## src/hdl/acq_pkg.sv

```systemverilog
`default_nettype none

package acq_pkg;

  //////////////////////////////
  // widths

  localparam int sample_w          = 12;  // one adc sample
  localparam int samples_per_burst = 8;   // samples packed into one memory word
  localparam int fill_num_w        = 24;  // fill counter
  localparam int addr_w            = 23;  // host side word address

  // tag carried in the top 4 bits of every stored word
  typedef enum logic [3:0] {
    tag_data   = 4'h0,  // eight samples
    tag_header = 4'h1   // fill header, lands at the fill base
  } word_tag_t;

  // header layout inside the 128-bit payload
  typedef struct packed {
    logic [fill_num_w-1:0] fill_num;     // consecutive fill number
    logic [15:0]           channel_tag;  // host supplied channel info
    logic [1:0]            fill_type;    // {enable1, enable0} at the trigger
    logic [10:0]           num_bursts;   // data words in this fill
    logic [11:0]           pre_trig;     // samples ahead of the trigger sample
    logic                  ovr_seen;     // over-range on any sample of the fill
    logic [61:0]           pad;          // zero
  } hdr_view_t;

  //////////////////////////////
  // memory word

  typedef union packed {
    logic [samples_per_burst-1:0][15:0] samples;  // lane j holds sample 8b+j, zero-extended
    hdr_view_t                          header;
  } mem_payload_u;

  typedef struct packed {
    word_tag_t    tag;
    mem_payload_u payload;
  } mem_word_t;  // 132 bits

  //////////////////////////////
  // per fill records

  // latched by the trigger control at the accepting edge
  typedef struct packed {
    logic [fill_num_w-1:0] fill_num;
    logic [15:0]           channel_tag;
    logic [1:0]            fill_type;
    logic [10:0]           num_bursts;
    logic [11:0]           pre_trig;
  } fill_cfg_t;

  // one entry of the header fifo, 72 bits
  typedef struct packed {
    logic [fill_num_w-1:0] fill_num;
    logic [addr_w-1:0]     start_addr;  // address of the header word
    logic [24:0]           word_cnt;    // num_bursts + 1
  } fill_rec_t;

endpackage

`default_nettype wire

```

## src/hdl/acq_trigger_ctrl.sv

```systemverilog
`timescale 1ns/1ps
`default_nettype none

module acq_trigger_ctrl (
  input  wire                           clk125,
  input  wire                           rst_n,
  input  wire                           acq_trig,             // from master, starts a fill
  input  wire                           acq_enable0,          // enable, fill type bit 0
  input  wire                           acq_enable1,          // enable, fill type bit 1
  input  wire [15:0]                    channel_tag,
  input  wire [acq_pkg::fill_num_w-1:0] initial_fill_num,
  input  wire                           initial_fill_num_wr,  // load strobe
  input  wire [10:0]                    async_num_bursts,
  input  wire [11:0]                    async_pre_trig,
  input  wire                           fill_written,         // header record is queued
  input  wire                           hdr_fifo_full,
  output logic                          cap_start,
  output acq_pkg::fill_cfg_t            cap_cfg,
  output logic                          acq_done,
  output logic                          adc_acq_sm_idle,
  output logic                          acq_enabled
);

  typedef enum logic {
    st_idle,
    st_busy
  } state_t;

  state_t                         state;
  logic [1:0]                     fill_type;
  logic                           trig_ok;        // trigger accepted on this edge
  logic [acq_pkg::fill_num_w-1:0] next_fill_num;  // number for the next accepted fill

  assign fill_type       = {acq_enable1, acq_enable0};
  assign acq_enabled     = (fill_type != 2'b00) && !hdr_fifo_full;
  assign adc_acq_sm_idle = (state == st_idle);
  assign trig_ok         = acq_trig && (state == st_idle) && acq_enabled &&
                           (async_num_bursts != 11'd0);

  //////////////////////////////
  // one fill at a time

  always_ff @(posedge clk125 or negedge rst_n) begin
    if (!rst_n) begin
      state     <= st_idle;
      cap_start <= 1'b0;
      acq_done  <= 1'b0;
    end else begin
      cap_start <= trig_ok;  // capture starts one cycle after the accepting edge
      acq_done  <= 1'b0;
      case (state)
        st_idle: begin
          if (trig_ok) begin
            state <= st_busy;
          end
        end
        st_busy: begin
          if (fill_written) begin  // busy until the store has the record
            state    <= st_idle;
            acq_done <= 1'b1;
          end
        end
        default: state <= st_idle;
      endcase
    end
  end

  // fill numbering, a load wins over the increment
  always_ff @(posedge clk125 or negedge rst_n) begin
    if (!rst_n) begin
      next_fill_num <= '0;
    end else if (initial_fill_num_wr) begin
      next_fill_num <= initial_fill_num;
    end else if (trig_ok) begin
      next_fill_num <= next_fill_num + 1'b1;
    end
  end

  // config snapshot, held until the next trigger
  always_ff @(posedge clk125) begin
    if (trig_ok) begin
      cap_cfg.fill_num    <= next_fill_num;
      cap_cfg.channel_tag <= channel_tag;
      cap_cfg.fill_type   <= fill_type;
      cap_cfg.num_bursts  <= async_num_bursts;
      cap_cfg.pre_trig    <= async_pre_trig;
    end
  end

endmodule

`default_nettype wire

```

## config.mk

```make
export PLATFORM = sky130hd
export DESIGN_NAME = acq_trigger_ctrl
export DESIGN_NICKNAME = d
export VERILOG_FILES = /design/src/hdl/acq_pkg.sv /design/src/hdl/acq_trigger_ctrl.sv
export SDC_FILE = /design/constraint.sdc
export NUM_CORES = 1
export LEC_CHECK = 0
export BUFFER_PORTS_ARGS = -buffer_cell sky130_fd_sc_hd__buf_2
export CAP_MARGIN = 20
export CORE_MARGIN = 10
export CORE_UTILIZATION = 30
export CTS_CLUSTER_DIAMETER = 60
export DETAILED_ROUTE_END_ITERATION = 8
export HOLD_SLACK_MARGIN = 0.08
export SLEW_MARGIN = 40
export SYNTH_ARGS = -nofsm -noshare
export SYNTH_HDL_FRONTEND = slang
export SYNTH_SLANG_ARGS = --single-unit
```

## constraint.sdc

```tcl
create_clock -name clk125 -period 5.59 [get_ports clk125]
set_clock_uncertainty 0.1 [all_clocks]
set_input_delay 1.118 -clock clk125 [delete_from_list [all_inputs] [get_ports clk125]]
set_output_delay 1.118 -clock clk125 [all_outputs]
set_load 0.05 [all_outputs]
```

* Word-level counts from Yosys, hierarchy flattened
Cells that the tools add are included.
** Word-level totals
- Flip-flop bits (word level) :: 92
- Input bits :: 71
- Output and inout bits :: 69
- Logic and storage cells :: 26
** Operators by class
- $add $sub $neg :: 1
- Mux-type cells :: 7
- Bitwise gates (word level) :: 1
- Reductions and logical operators :: 8
** Operators by type and width (number)
- $mux 24 :: 2
- $add 24x1->24 const B :: 1
- $reduce_bool 11->1 :: 1
- $logic_and 1x1->1 :: 4
- $mux 1 :: 4
- $reduce_bool 2->1 :: 2
- $pmux 1 s2 :: 1
- $logic_not 1->1 :: 1
- $not 1->1 :: 1

* Logic depth before layout (Yosys ltp)
- Depth in word-level cells :: 6
- Mapped depth :: 6
- Mapped depth without buffers :: 5

* Worst setup path after synthesis
Ideal clock, no wire load.
- Path kind :: in2reg
- Start point :: in hdr_fifo_full
- End point :: reg next_fill_num[0] in the netlist's numbering
- Setup time :: 82 ps
- Arrival :: 5400 ps
- Required time :: 5408 ps
- Slack :: 8 ps
- Cell stages on the path :: 6
- Buffers on the path :: 1
- Cells stage by stage :: o21bai_1 > inv_1 > nand3_1 > clkbuf_1 > nor2_1 > a221o_1
** On the way
- Word-level cells in the longest chain between the ends :: 5
** Ends and longest elaborated chain
- start, declared :: RTL line acq_trigger_ctrl.sv:16 : input wire hdr_fifo_full,
- $logic_not 1->1 :: RTL line acq_trigger_ctrl.sv:35 : assign acq_enabled = (fill_type != 2'b00) && !hdr_fifo_full;
- $logic_and 1x1->1 :: RTL line acq_trigger_ctrl.sv:35
- via acq_enabled :: RTL line acq_trigger_ctrl.sv:21 : output logic acq_enabled
- $logic_and 1x1->1 (2 in a row) :: RTL line acq_trigger_ctrl.sv:37 : assign trig_ok = acq_trig && (state == st_idle) && acq_enabled &&
- via trig_ok :: RTL line acq_trigger_ctrl.sv:31 : logic trig_ok;
- $reduce_bool 2->1 (no line)
- end signal, assigned :: RTL line acq_trigger_ctrl.sv:73 : next_fill_num <= initial_fill_num;
- end signal, assigned :: RTL line acq_trigger_ctrl.sv:75 : next_fill_num <= next_fill_num + 1'b1;
- end, declared :: RTL line acq_trigger_ctrl.sv:32 : logic [acq_pkg::fill_num_w-1:0] next_fill_num;
The timed path passes the listed nets, and every way through them passes these cells.
A chain may end at the register's enable or synchronous reset.

* Worst setup path after layout
- Start point :: in hdr_fifo_full
- End point :: reg cap_cfg[43] in the netlist's numbering, enable pin
** On the way
- Word-level cells in the longest chain between the ends :: 4
** Ends and longest elaborated chain
- $logic_not 1->1 :: RTL line acq_trigger_ctrl.sv:35
- $logic_and 1x1->1 :: RTL line acq_trigger_ctrl.sv:35
- $logic_and 1x1->1 (2 in a row) :: RTL line acq_trigger_ctrl.sv:37
- via trig_ok :: RTL line acq_trigger_ctrl.sv:31
- end, declared :: RTL line acq_trigger_ctrl.sv:18 : output acq_pkg::fill_cfg_t cap_cfg,
The timed path passes the listed nets, and every way through them passes these cells.

==> summary.md <==
| Metric | Value |
|---|---|
| WL final | `10800 µm` |
| Area fraction of the dominant cell type after synthesis | `51.9%` |
| Ys async rst share | `29.3%` |
| Final setup fails | `0` |
| Clock Path Buffers | `2` |
| Worst flop-to-flop path startpoint | `state` |
| Synth top area cells | `edfxtp_1 52%, dfrtp_1 18%, or4_1 2.6%` |
| Drt via density | `4.98` |
| Critical-path top delay cell | `nor2_4` |
| Worst EP arrival | `3.28 ns` |
| Syn nets | `349` |
| Hold EP | `cap_cfg[64]` |
| Drt first pass iters | `4` |
| Required @ worst endpoint | `5.51 ns` |
| Dpl hpwl | `8020 µm` |
| Number of synthesized flops with an enable pin | `65` |
| First-pass GRT wire length | `17000 µm` |
| Top cells by count, synth | `65 x edfxtp_1, 27 x dfrtp_1, 20 x nor2_1` |
| Fin crit period | `3.36 ns` |
| Number of distinct library cells after synthesis | `42` |
| Vias | `2941` |
| GRT Total Usage | `12.3%` |
| Max-slew violations | `0` |
| Largest net degree at the start of global routing | `43` |
| I/O pin total | `140` |
| Crit path depth | `6` |
| Core Util, Final | `41.1%` |
| Hold Startpoint | `next_fill_num[23]` |
| Synth warnings | `0` |
| Detail Route Antenna Nets | `0` |
| Synthesized area | `0.00376 mm²` |
| Slew HR | `47.1%` |
| Num rows | `40` |
| FF+latch count, synth | `92` |
| Most common cell in the netlist | `edfxtp_1` |
| Die width | `132 µm` |
| Top cell type by total area after synthesis | `edfxtp_1` |
| Total CTS buffers | `9` |
| Actual slew at the worst max-slew pin | `0.787 ns` |
| Gp weighted congestion | `0.814` |
| Initial antenna violation count | `0` |
| CP max stage delay | `0.81 ns` |
| PortBufs | `139` |
| Sequential element share of the synthesized area | `69.8%` |
| Peak supply drop | `0.131 mV` |
| Critical path's top delay family | `simple AND/OR/NAND/NOR gates` |
| Cells after Synth | `277` |
| Clock slew at reported path FFs | `0.06 ns` |
| Gr ovfl total | `0` |
| Max_cap viols | `0` |
| R2R Setup Slk | `3.05 ns` |
| Post-CTS Hold Buffers | `0` |
| CTS tree | `built` |
| Min-Delay Path Depth | `0` |
| CP Cell Sequence | `buf_2 > o21bai_1 > inv_1 > nand3_1 > nor2_4 > buf_12` |
| Tcrit/Tclk final | `60.1%` |
| Setup repair bufs after CTS | `0` |
| CTS resizes | `0` |
| Fmax achieved | `298 MHz` |
| Die Span Y | `132 µm` |
| Htree depth | `3` |
| Die Footprint | `0.0174 mm²` |
| Bufs and invs on worst path | `3` |
| Synthesized area per cell | `13.6 µm²` |
| DRT iter0 DRCs | `265` |
| Vias in the first global route | `3050` |
| Total negative slack | `0 ns` |
| Clock Latency Late Sink | `0.33 ns` |
| RSZ-0062 raised after global routing | `false` |
| Status | `complete, no violations` |
| Share of cells above drive strength 1 | `39.2%` |
| FF-to-FF path depth | `4` |
| Endpoints failing hold | `0` |
| Crit path launch type | `primary input` |
| Power Density | `349 mW/mm²` |
| Fillers | `1174` |
| Crit Path Category | `in -> reg` |
| Core area | `0.0122 mm²` |
| Initial Util | `30.9%` |
| Root buffer cell | `clkbuf_16` |
| Clock tree sinks | `92` |
| Leakage | `1.93 nW` |
| FF-to-FF End | `cap_cfg[43]` |
| Final #Nets | `488` |
| Total power | `1.74 mW` |
| Area growth, synth to finish | `32.7%` |
| CP endpoint kind | `flop` |
| # DRC | `0` |
| Commonest register cell after synthesis | `edfxtp_1` |
| Routed len/inst | `18.2 µm` |
| HP Class | `reg -> reg` |
| Crit Path Max Fanout | `42` |
cell usage in the layout (no fill, tap or decap), types with 2 or more instances in the layout:
cell type,instances
a22o_1,3
or3_1,3
clkbuf_16,9
bufinv_16,3
nor3_1,5
or4_4,4
dfrtp_1,27
a21oi_1,3
nor4_1,5
and2_1,2
o31ai_1,11
a221oi_1,6
inv_1,5
or4_1,13
edfxtp_1,65
nand2_1,6
clkbuf_8,2
nand3_1,18
o21ai_1,3
nor2b_1,8
nand4_1,12
a21boi_0,2
buf_2,139
nor2_1,19
and3_1,2
nor3b_1,4
o21ai_0,9
a31oi_1,14
how the worst max path moves through the flow:
stage	startpoint	end	slack, ns
4_1_cts	hdr_fifo_full	cap_cfg[16]	2.20
6_report	hdr_fifo_full	cap_cfg[43]	2.23
3_3_place_gp	hdr_fifo_full	cap_cfg[44]	1.96
5_1_grt	hdr_fifo_full	cap_cfg[47]	2.01
3_5_place_dp	hdr_fifo_full	cap_cfg[42]	1.85
2_1_floorplan	hdr_fifo_full	next_fill_num[0]	0.008
routing by layer:
metal / GRT usage, % / part of all wire (%)
met1: 14.9 / 42
met2: 19.5 / 47
met3: 4.54 / 9.7
met4: 4.51 / 1.7
met5: 0 / 0
sequential cells by signal (all words and copies together) (netlist names):
register and cells:
acq_done 1, state 1, cap_cfg 65, cap_start 1
next_fill_num 24
cell families after synthesis:
group / after synthesis / share of synthesized area, %
compound gates: 57 / 10.3
flops: 92 / 69.8
buf+inv: 19 / 2.26
fa+ha+maj: 1 / 0.332
simple gates: 108 / 17.3
per-stage QoR:
step	cells	instance area (µm²)	setup slack, ns	hold WS, ns
after floorplan	277	3760	0.00841	0.340
after global placement	573	4640	1.96	0.367
after detailed placement	573	4640	1.85	0.371
after CTS	589	4990	2.20	0.387
after global routing	589	4990	2.01	0.425
final	590	5000	2.23	0.382
worst register-to-register path: stages (launching register included):
cell and delay, ns:
dfrtp_1 0.39, inv_1 0.09, nand3_1 0.46, nor2_4 0.82, buf_12 0.33
power breakdown:
| group | leakage, nW | internal [mW] | switching (mW) | total, mW |
|---|---|---|---|---|
| clock network | 0.173 | 0.461 | 0.238 | 0.699 |
| logic | 0.861 | 0.0701 | 0.158 | 0.228 |
| registers | 0.891 | 0.781 | 0.0346 | 0.815 |
| total | 1.93 | 1.31 | 0.431 | 1.74 |
cell type report:
cell class	count	area (µm²)	area share, %
flip-flops and latches	92	2630	52.6
multi-input cells	166	1060	21.2
repair buffers	141	723	14.5
clock buffers	12	256	5.13
well taps	168	210	4.21
clock inverters	4	95.1	1.90
inverters	6	22.5	0.451
diodes	1	2.50	0.0501
No activity file was read; power rests on OpenSTA's default activity.
